--- config.mk ---
export PLATFORM = sky130hd
export DESIGN_NAME = calc_top
export DESIGN_NICKNAME = d
export VERILOG_FILES = /design/src/hdl/calc_pkg.sv /design/src/hdl/keypad_entry.sv /design/src/hdl/calc_controller.sv /design/src/hdl/serial_addsub.sv /design/src/hdl/shift_add_multiplier.sv /design/src/hdl/calc_top.sv
export SDC_FILE = /design/constraint.sdc
export NUM_CORES = 1
export LEC_CHECK = 0
export BUFFER_PORTS_ARGS = -buffer_cell sky130_fd_sc_hd__buf_2
export CAP_MARGIN = 20
export CORE_UTILIZATION = 23
export CTS_CLUSTER_SIZE = 24
export DETAILED_ROUTE_END_ITERATION = 8
export PLACE_DENSITY = 0.45
export REMOVE_ABC_BUFFERS = 1
export SYNTH_ARGS = -nofsm -noshare
export SYNTH_HDL_FRONTEND = slang
export SYNTH_HIERARCHICAL = 1
export SYNTH_SLANG_ARGS = --single-unit
--- constraint.sdc ---
create_clock -name clk -period 5.4 [get_ports clk]
set_clock_uncertainty 0.15 [all_clocks]
set_input_delay 1.08 -clock clk [delete_from_list [all_inputs] [get_ports clk]]
set_output_delay 1.08 -clock clk [all_outputs]
set_load 0.03 [all_outputs]
--- src/hdl/calc_pkg.sv ---
`default_nettype none

package calc_pkg;

    // Operand and result width, also the step count of both units
    localparam int DATA_W = 16;

    // Width of the per-unit bit counter
    localparam int CNT_W = $clog2(DATA_W);

    // Operator latched by the controller
    typedef enum logic [1:0] {
        OP_ADD = 2'd0,
        OP_SUB = 2'd1,
        OP_MUL = 2'd2
    } op_t;

    // Operand pair handed to an execution unit
    typedef struct packed {
        logic [DATA_W-1:0] a; // First operand
        logic [DATA_W-1:0] b; // Second operand
    } calc_req_t;

endpackage

`default_nettype wire

--- src/hdl/keypad_entry.sv ---
`timescale 1ns/1ps
`default_nettype none

module keypad_entry (
    input  logic                       clk,
    input  logic                       nRST,
    input  logic [3:0]                 keypad_input,
    input  logic                       read_input,
    input  logic                       entry_en,
    input  logic                       entry_clear,
    output logic [calc_pkg::DATA_W-1:0] entry_value
);
    import calc_pkg::*;

    logic              digit_ok;   // Code is a decimal digit
    logic              take_digit;
    logic [DATA_W-1:0] times_ten;
    logic [DATA_W-1:0] next_value;

    assign digit_ok   = (keypad_input <= 4'd9);
    assign take_digit = read_input && entry_en && digit_ok;

    // value*10 = value*8 + value*2, wraps at the operand width
    assign times_ten  = (entry_value << 3) + (entry_value << 1);
    assign next_value = times_ten + DATA_W'(keypad_input);

    always_ff @(posedge clk or negedge nRST) begin
        if (!nRST) begin
            entry_value <= '0;
        end else if (entry_clear) begin
            entry_value <= '0;         // Clear wins over a digit
        end else if (take_digit) begin
            entry_value <= next_value;
        end
    end

endmodule

`default_nettype wire

--- src/hdl/calc_controller.sv ---
`timescale 1ns/1ps
`default_nettype none

module calc_controller (
    input  logic                        clk,
    input  logic                        nRST,
    input  logic [2:0]                  operator_input,
    input  logic                        equal_input,
    input  logic [calc_pkg::DATA_W-1:0] entry_value,
    output logic                        entry_en,
    output logic                        entry_clear,
    output calc_pkg::calc_req_t         req,
    output logic                        sub,
    output logic                        add_start,
    input  logic                        add_finish,
    input  logic [calc_pkg::DATA_W-1:0] add_result,
    output logic                        mul_start,
    input  logic                        mul_finish,
    input  logic [calc_pkg::DATA_W-1:0] mul_result,
    output logic                        complete,
    output logic [calc_pkg::DATA_W-1:0] display_output
);
    import calc_pkg::*;

    typedef enum logic [2:0] {
        S_FIRST,  // Typing operand one
        S_SECOND, // Typing operand two
        S_ISSUE,  // Start pulse to a unit
        S_WAIT,   // Unit running
        S_SHOW    // Result on display
    } state_t;

    state_t            state, next_state;
    op_t               op, op_dec;
    logic              op_valid;
    logic              take_op;
    logic              take_eq;
    logic              unit_done;
    logic [DATA_W-1:0] unit_result;

    // One-hot operator decode, anything else is ignored
    always_comb begin
        op_valid = 1'b1;
        op_dec   = OP_ADD;
        case (operator_input)
            3'b001:  op_dec = OP_ADD;
            3'b010:  op_dec = OP_SUB;
            3'b100:  op_dec = OP_MUL;
            default: op_valid = 1'b0;
        endcase
    end

    assign take_op = (state == S_FIRST) && op_valid;
    assign take_eq = (state == S_SECOND) && equal_input;

    assign unit_done   = (op == OP_MUL) ? mul_finish : add_finish;
    assign unit_result = (op == OP_MUL) ? mul_result : add_result;

    assign entry_en    = (state == S_FIRST) || (state == S_SECOND);
    assign entry_clear = take_op || (state == S_SHOW);
    assign sub         = (op == OP_SUB);
    assign add_start   = (state == S_ISSUE) && (op != OP_MUL);
    assign mul_start   = (state == S_ISSUE) && (op == OP_MUL);

    always_comb begin
        next_state = state;
        case (state)
            S_FIRST:  if (take_op) next_state = S_SECOND;
            S_SECOND: if (take_eq) next_state = S_ISSUE;
            S_ISSUE:  next_state = S_WAIT;
            S_WAIT:   if (unit_done) next_state = S_SHOW;
            S_SHOW:   next_state = S_FIRST;
            default:  next_state = S_FIRST;
        endcase
    end

    always_ff @(posedge clk or negedge nRST) begin
        if (!nRST) begin
            state          <= S_FIRST;
            op             <= OP_ADD;
            complete       <= 1'b0;
            display_output <= '0;
        end else begin
            state    <= next_state;
            complete <= (state == S_WAIT) && unit_done; // High only in S_SHOW
            if (take_op) begin
                op <= op_dec;
            end
            if ((state == S_WAIT) && unit_done) begin
                display_output <= unit_result;
            end
        end
    end

    // Operand one at the operator key, operand two at equals
    always_ff @(posedge clk) begin
        if (take_op) begin
            req.a <= entry_value;
        end
        if (take_eq) begin
            req.b <= entry_value;
        end
    end

endmodule

`default_nettype wire

--- src/hdl/serial_addsub.sv ---
`timescale 1ns/1ps
`default_nettype none

module serial_addsub (
    input  logic                        clk,
    input  logic                        nRST,
    input  calc_pkg::calc_req_t         req,
    input  logic                        sub,
    input  logic                        start,
    output logic [calc_pkg::DATA_W-1:0] result,
    output logic                        finish
);
    import calc_pkg::*;

    logic [DATA_W-1:0] a_sr;
    logic [DATA_W-1:0] b_sr;
    logic [DATA_W-1:0] res_sr;
    logic              carry;
    logic              busy;
    logic [CNT_W-1:0]  cnt;
    logic              load;
    logic              last;
    logic              sum_bit;
    logic              carry_out;

    assign load = start && !busy;
    assign last = (cnt == CNT_W'(DATA_W - 1));

    // Full adder on the current LSBs
    assign sum_bit   = a_sr[0] ^ b_sr[0] ^ carry;
    assign carry_out = (a_sr[0] & b_sr[0]) | (carry & (a_sr[0] ^ b_sr[0]));

    // Top bit comes straight from the adder in the final step
    assign finish = busy && last;
    assign result = {sum_bit, res_sr[DATA_W-1:1]};

    always_ff @(posedge clk or negedge nRST) begin
        if (!nRST) begin
            busy  <= 1'b0;
            cnt   <= '0;
            carry <= 1'b0;
        end else if (load) begin
            busy  <= 1'b1;
            cnt   <= '0;
            carry <= sub;              // +1 of two's complement
        end else if (busy) begin
            carry <= carry_out;
            cnt   <= cnt + 1'b1;
            if (last) begin
                busy <= 1'b0;
            end
        end
    end

    always_ff @(posedge clk) begin
        if (load) begin
            a_sr <= req.a;
            b_sr <= sub ? ~req.b : req.b;
        end else if (busy) begin
            a_sr   <= a_sr >> 1;
            b_sr   <= b_sr >> 1;
            res_sr <= {sum_bit, res_sr[DATA_W-1:1]}; // LSB first
        end
    end

endmodule

`default_nettype wire

--- src/hdl/shift_add_multiplier.sv ---
`timescale 1ns/1ps
`default_nettype none

module shift_add_multiplier (
    input  logic                        clk,
    input  logic                        nRST,
    input  calc_pkg::calc_req_t         req,
    input  logic                        start,
    output logic [calc_pkg::DATA_W-1:0] result,
    output logic                        finish
);
    import calc_pkg::*;

    logic [DATA_W-1:0] mcand;      // Multiplicand, shifted left each step
    logic [DATA_W-1:0] mplr;       // Multiplier, shifted right each step
    logic [DATA_W-1:0] acc;
    logic [DATA_W-1:0] partial;
    logic              busy;
    logic [CNT_W-1:0]  cnt;
    logic              load;
    logic              last;

    assign load = start && !busy;
    assign last = (cnt == CNT_W'(DATA_W - 1));

    // Add the shifted multiplicand when the multiplier bit is set
    assign partial = acc + (mplr[0] ? mcand : '0);

    assign finish = busy && last;
    assign result = partial;       // Low bits only, carries out are dropped

    always_ff @(posedge clk or negedge nRST) begin
        if (!nRST) begin
            busy <= 1'b0;
            cnt  <= '0;
        end else if (load) begin
            busy <= 1'b1;
            cnt  <= '0;
        end else if (busy) begin
            cnt <= cnt + 1'b1;
            if (last) begin
                busy <= 1'b0;
            end
        end
    end

    always_ff @(posedge clk) begin
        if (load) begin
            mcand <= req.a;
            mplr  <= req.b;
            acc   <= '0;
        end else if (busy) begin
            acc   <= partial;
            mcand <= mcand << 1;
            mplr  <= mplr >> 1;
        end
    end

endmodule

`default_nettype wire

--- src/hdl/calc_top.sv ---
`timescale 1ns/1ps
`default_nettype none

module calc_top (
    input  logic                        clk,
    input  logic                        nRST,
    input  logic [3:0]                  keypad_input,
    input  logic                        read_input,
    input  logic [2:0]                  operator_input,
    input  logic                        equal_input,
    output logic                        complete,
    output logic [calc_pkg::DATA_W-1:0] display_output
);
    import calc_pkg::*;

    logic              entry_en;
    logic              entry_clear;
    logic [DATA_W-1:0] entry_value;
    calc_req_t         req;        // Shared by both units
    logic              sub;
    logic              add_start;
    logic              add_finish;
    logic [DATA_W-1:0] add_result;
    logic              mul_start;
    logic              mul_finish;
    logic [DATA_W-1:0] mul_result;

    keypad_entry u_entry (
        .clk          (clk),
        .nRST         (nRST),
        .keypad_input (keypad_input),
        .read_input   (read_input),
        .entry_en     (entry_en),
        .entry_clear  (entry_clear),
        .entry_value  (entry_value)
    );

    calc_controller u_ctrl (
        .clk            (clk),
        .nRST           (nRST),
        .operator_input (operator_input),
        .equal_input    (equal_input),
        .entry_value    (entry_value),
        .entry_en       (entry_en),
        .entry_clear    (entry_clear),
        .req            (req),
        .sub            (sub),
        .add_start      (add_start),
        .add_finish     (add_finish),
        .add_result     (add_result),
        .mul_start      (mul_start),
        .mul_finish     (mul_finish),
        .mul_result     (mul_result),
        .complete       (complete),
        .display_output (display_output)
    );

    serial_addsub u_addsub (
        .clk    (clk),
        .nRST   (nRST),
        .req    (req),
        .sub    (sub),
        .start  (add_start),
        .result (add_result),
        .finish (add_finish)
    );

    shift_add_multiplier u_mul (
        .clk    (clk),
        .nRST   (nRST),
        .req    (req),
        .start  (mul_start),
        .result (mul_result),
        .finish (mul_finish)
    );

endmodule

`default_nettype wire

After elaboration in Yosys (flattened, before gate mapping)
Cells that the tools add are included.
Widths: inputs -> output; s select.
Operators by class
  add/subtract/negate cells: 5
  bitwise logic cells: 7
  $lt $le $gt $ge: 1
  reduce and logical (&&, ||, !) cells: 22
  eq/ne operators: 15
  mux-type cells: 32
Operators with widths (count)
  $mux 16: 13
  $add 16x16->16: 2
  $add 16x4->16: 1
  $mux 4: 4
  $not 16->16: 1
  $pmux 3 s4: 1
  $logic_and 1x1->1: 11
  $mux 1: 10
  $eq 3x2->1 const B: 3
  $mux 3: 3
  $add 4x1->4 const B: 2
  $eq 4x4->1 const B: 2
  $eq 3x1->1 const B: 2
  $eq 3x3->1 const B: 2
  $ne 2x1->1 const B: 3
  $reduce_bool 2->1: 3
  $le 4x4->1 const B: 1
  $pmux 2 s2: 1
  $logic_not 3->1: 1
  $reduce_and 3->1: 1
  $reduce_or 3->1: 1
  $and 1x1->1: 2
  $eq 2x1->1 const B: 1
  $eq 2x2->1 const B: 1
  7 further kinds: 10
Word-level totals
  register bits: 177
  output and inout bits: 17
  input bits: 11

Longest topological paths before layout
  depth in word-level cells: 6
  mapped depth: 11

Cells and area by module
The synthesis kept the hierarchy.
Modules (own cells, without submodules)
  shift_add_multiplier: area each 3010.4 sq um, instances 1, cells an instance 276
  serial_addsub: area each 2249.7 sq um, instances 1, cells an instance 147
  calc_controller: area each 2163.3 sq um, instances 1, cells an instance 126
  keypad_entry: area each 1516.5 sq um, instances 1, cells an instance 165

Least setup slack after synthesis
OpenSTA, ideal clock, no wires.
  path type: input-to-reg
  start: input keypad_input[3]
  end: register u_entry/entry_value[15] in the netlist's numbering
  stages: 9
  path slack: 1.839 ns
  data arrival time: 3.289 ns
  path through: inv_1 -> fa_1 -> inv_1 -> ha_1 -> a211oi_4 -> o21ai_2 -> and4b_1 -> or4_1 -> a32o_1
On the way
  word-level cells in the longest chain between the ends: 3
  elaborated cells on any way between the ends: 6
  classes of those cells: add/sub (1); order compare (1); mux (2); reduce/logical (2)
Ends and longest elaborated chain
  from (decl): line calc_top.sv:7  | input logic [3:0] keypad_input,
  $add 16x4->16 or $le 4x4->1 (tied branches): line keypad_entry.sv:25, keypad_entry.sv:20
  $mux 16 or $logic_and 1x1->1 (tied branches): line keypad_entry.sv:32, keypad_entry.sv:21
  $mux 16 or $reduce_bool 2->1 (tied branches)
  to (signal assigned): line keypad_entry.sv:33  | entry_value <= next_value;
  to (decl): line keypad_entry.sv:11  | output logic [calc_pkg::DATA_W-1:0] entry_value
Several ways; a longest one is shown, not always the timed one. The select of a mux whose other input is x is not followed.
A chain may end at the register's enable or synchronous reset.

Final worst setup path
  start: register u_mul.mplr[0]
  end: register u_ctrl/display_output[12] in the netlist's numbering
On the way
  word-level cells in the longest chain between the ends: 3
Ends and longest elaborated chain
  from (decl): line shift_add_multiplier.sv:15  | logic [DATA_W-1:0] mplr;
  from (signal assigned): line shift_add_multiplier.sv:50  | mplr <= req.b;
  from (signal assigned): line shift_add_multiplier.sv:55  | mplr <= mplr >> 1;
  $mux 16: line shift_add_multiplier.sv:27  | assign partial = acc + (mplr[0] ? mcand : '0);
  $add 16x16->16: line shift_add_multiplier.sv:27
  named net mul_result[12]: line calc_top.sv:26  | logic [DATA_W-1:0] mul_result;
  $mux 16: line calc_controller.sv:57  | assign unit_result = (op == OP_MUL) ? mul_result : add_result;
  to (signal assigned): line calc_controller.sv:90  | display_output <= unit_result;
  to (decl): line calc_controller.sv:21  | output logic [calc_pkg::DATA_W-1:0] display_output
The timed path passes the listed nets, and every way through them passes these cells.

==> impl_metrics.ini <==
[clock_tree]
cts_buffers = 17
cts_resized = 0
clk_latency_ps = 430
cts.sinks = 176
ctsHoldBuffers = 0
clock_path_buffers = 2
htree_levels = 4
cts_tree = built
cts_setup_buffers = 0
root_buffer = clkbuf_16
clkTransAtPathRegs_ps = 70

[power]
p_total_mw = 6.119
leakage_nw = 4.094
vdd_drop_max_v = 0.0002175
power.density_nw_per_um2 = 602.2

[critical_path]
required_ps = 5560
path_max_fanout = 16
critical_path.cell_chain = and2_1 -> ha_1 -> fa_1 -> a21o_1 -> a221oi_2 -> nor4_1 -> or3_1 -> and2_1 -> mux2_2 -> mux2_2
crit_arrival_ps = 3710
cpMaxStageDelayCell = edfxtp_1
max_stage_delay_ps = 570
reg2reg_setup_slack_ps = 1850
critPathBufInv = 0
cp-start-kind = flop
critPathCaptureType = flop
crit_type = flop to flop
crit_family = simple AND/OR/NAND/NOR gates

[synth]
synth_enable_flop_cells = 111
synth_cells = 714
synthesis.area_um2 = 8940
synth.distinct_cells = 72
yosys_most_used_dff = edfxtp_1
yosysWarnings = 6
ys_ff_latch = 176
ys_seq_area_share_pct = 54.58
syn_area_per_cell_um2 = 12.52
async_reset_ff_share_pct = 27.84

[cells_and_area]
area_growth_pct = 13.66
fillers = 3953
fin_nets = 790
instances_no_fill = 1256
diodes = 0
utilization_pct = 26.79
layout-drive-gt1-share_pct = 21.34

[timing]
finalCritPeriodShare_pct = 65.71
fin_ws_ps = 1852
maxSlewHeadroom_pct = 32.46
rsz0062_at_grt = false
setup_viol = 0
maxSlewViolCount = 0
worstMarginPinSlew_ps = 1013
fmax_ghz = 0.2818
hold_viol_final = 0
fin_crit_ps = 3548
fin_setup_tns_ps = 0

[place]
placedCellCount = 1224
gp_congestion = 0.7879
place_ws_ps = 1616
io_buffers = 27
hpwl_mm = 12.64

[global_routing]
grt_overflow = 0
track_usage_pct = 9.912
grt_max_degree = 50
grt_pass1_wl_mm = 30.20
grt_pass1_vias = 5406
grt_antenna_before_repair = 0

[drt]
vias = 5407
routed_wl_mm = 18.46
vias_per_cell = 4.305
ant_nets = 0
drt_iter0_drc = 275
wl_per_cell_um = 14.69
drtPass1Iterations = 4
drc = 0

[die]
start_util_pct = 23.57
ioPinCount = 28
dieArea_um2 = 39660
fp.dieH_um = 199.2
die_w_um = 199.2
core-area_um2 = 37930
num_rows = 71

[outcome]
status = completed

[worst_hold_path]
hold_path_class = flop to flop

[job]
maxCapViolCount = 0
through the flow:
stage               instance area (µm²)  hold slack, ps
floorplan                          8736           272.2
CTS                               10160           301.2
global route                      10160           317.6
global placement                   9590           277.8
detailed placement                 9590           283.1
finish                            10160           298.9
final cells by class:
type	instances	area [µm²]	share of cell area [%]
inverter	17	63.81	0.6280
clock inverter	14	131.4	1.293
tap	511	639.4	6.292
multi-input combinational	483	3797	37.37
clock buffer	18	439.2	4.322
timing repair buffer	37	210.2	2.069
sequential	176	4880	48.02
registers in the layout, indices dropped and copies added (netlist names), 15 cells and up:
register	cells
u_addsub/a_sr	16
u_addsub/b_sr	16
u_addsub/res_sr	15
u_ctrl/display_output	16
u_ctrl/req	32
u_entry/entry_value	16
u_mul/acc	16
u_mul/mcand	16
u_mul/mplr	16
cell families (layout without fill, tap and decap cells):
family / count (synthesis) / in the layout / synth area share (%)
buf+inv: 55 / 86 / 2.995
xor+xnor: 38 / 38 / 3.723
mux: 81 / 81 / 10.89
flops: 176 / 176 / 54.58
fa+ha+maj: 47 / 47 / 6.914
simple gates: 168 / 168 / 9.727
compound gates: 149 / 149 / 11.17
cell usage after synthesis, types with 5 or more instances:
cell	count	area share (%)
nand2_1	63	2.6
xnor2_1	27	2.6
o31ai_1	6	0.50
nand3_1	14	0.78
clkbuf_1	18	0.76
dfrtp_1	49	14
a21oi_1	36	2.0
nor2_1	19	0.80
a22o_1	11	1.1
o211ai_1	6	0.50
xor2_1	11	1.1
mux2_2	61	7.7
edfxtp_1	111	37
dfxtp_1	16	3.6
and2_1	21	1.5
ha_1	43	6.0
nand4_1	6	0.42
buf_2	10	0.56
a31oi_1	6	0.42
o21ai_0	35	2.0
inv_1	17	0.71
mux2_4	17	2.9
nor3_1	10	0.56
a21o_1	9	0.76
buf_6	5	0.63
routing by layer:
layer | vias up | wire, µm | track usage [%]
li1 | 2695 | - | -
met1 | 2652 | 9760 | 13.78
met2 | 50 | 8099 | 15.15
met3 | 10 | 396 | 2.127
met4 | 0 | 199 | 3.276
met5 | - | 0 | 0
placed cells by master, fill, tap and decap left out, types with 9 or more instances in the layout:
master and count:
nor2_1 19, buf_2 27, mux2_4 17, nand3_1 14
ha_1 43, a22o_1 11, dfxtp_1 16, edfxtp_1 111
clkbuf_16 17, a21oi_1 36, inv_1 17, nand2_1 63
o21ai_0 35, mux2_2 61, a21o_1 9, dfrtp_1 49
xnor2_1 27, xor2_1 11, and2_1 21, buf_4 10
nor3_1 10
power by group:
group	switching (mW)	internal (mW)
clock network	0.550	0.654
logic	1.38	1.06
registers	0.354	2.12
total	2.28	3.84
path summary, 6_finish.rpt:
check | startpoint | endpoint | cells past startpoint
worst min-delay path | u_addsub/res_sr[11] | u_addsub/res_sr[10] | 0
worst min register to register | u_addsub/res_sr[11] | u_addsub/res_sr[10] | 0
min in group asynchronous | nRST | u_ctrl/display_output[14] | 2
worst max register to register | u_mul/mplr[0] | u_ctrl/display_output[12] | 10
worst max-delay path | u_mul/mplr[0] | u_ctrl/display_output[12] | 10
max in group asynchronous | nRST | u_entry/entry_value[8] | 2
(Power assumes the default switching activity.)
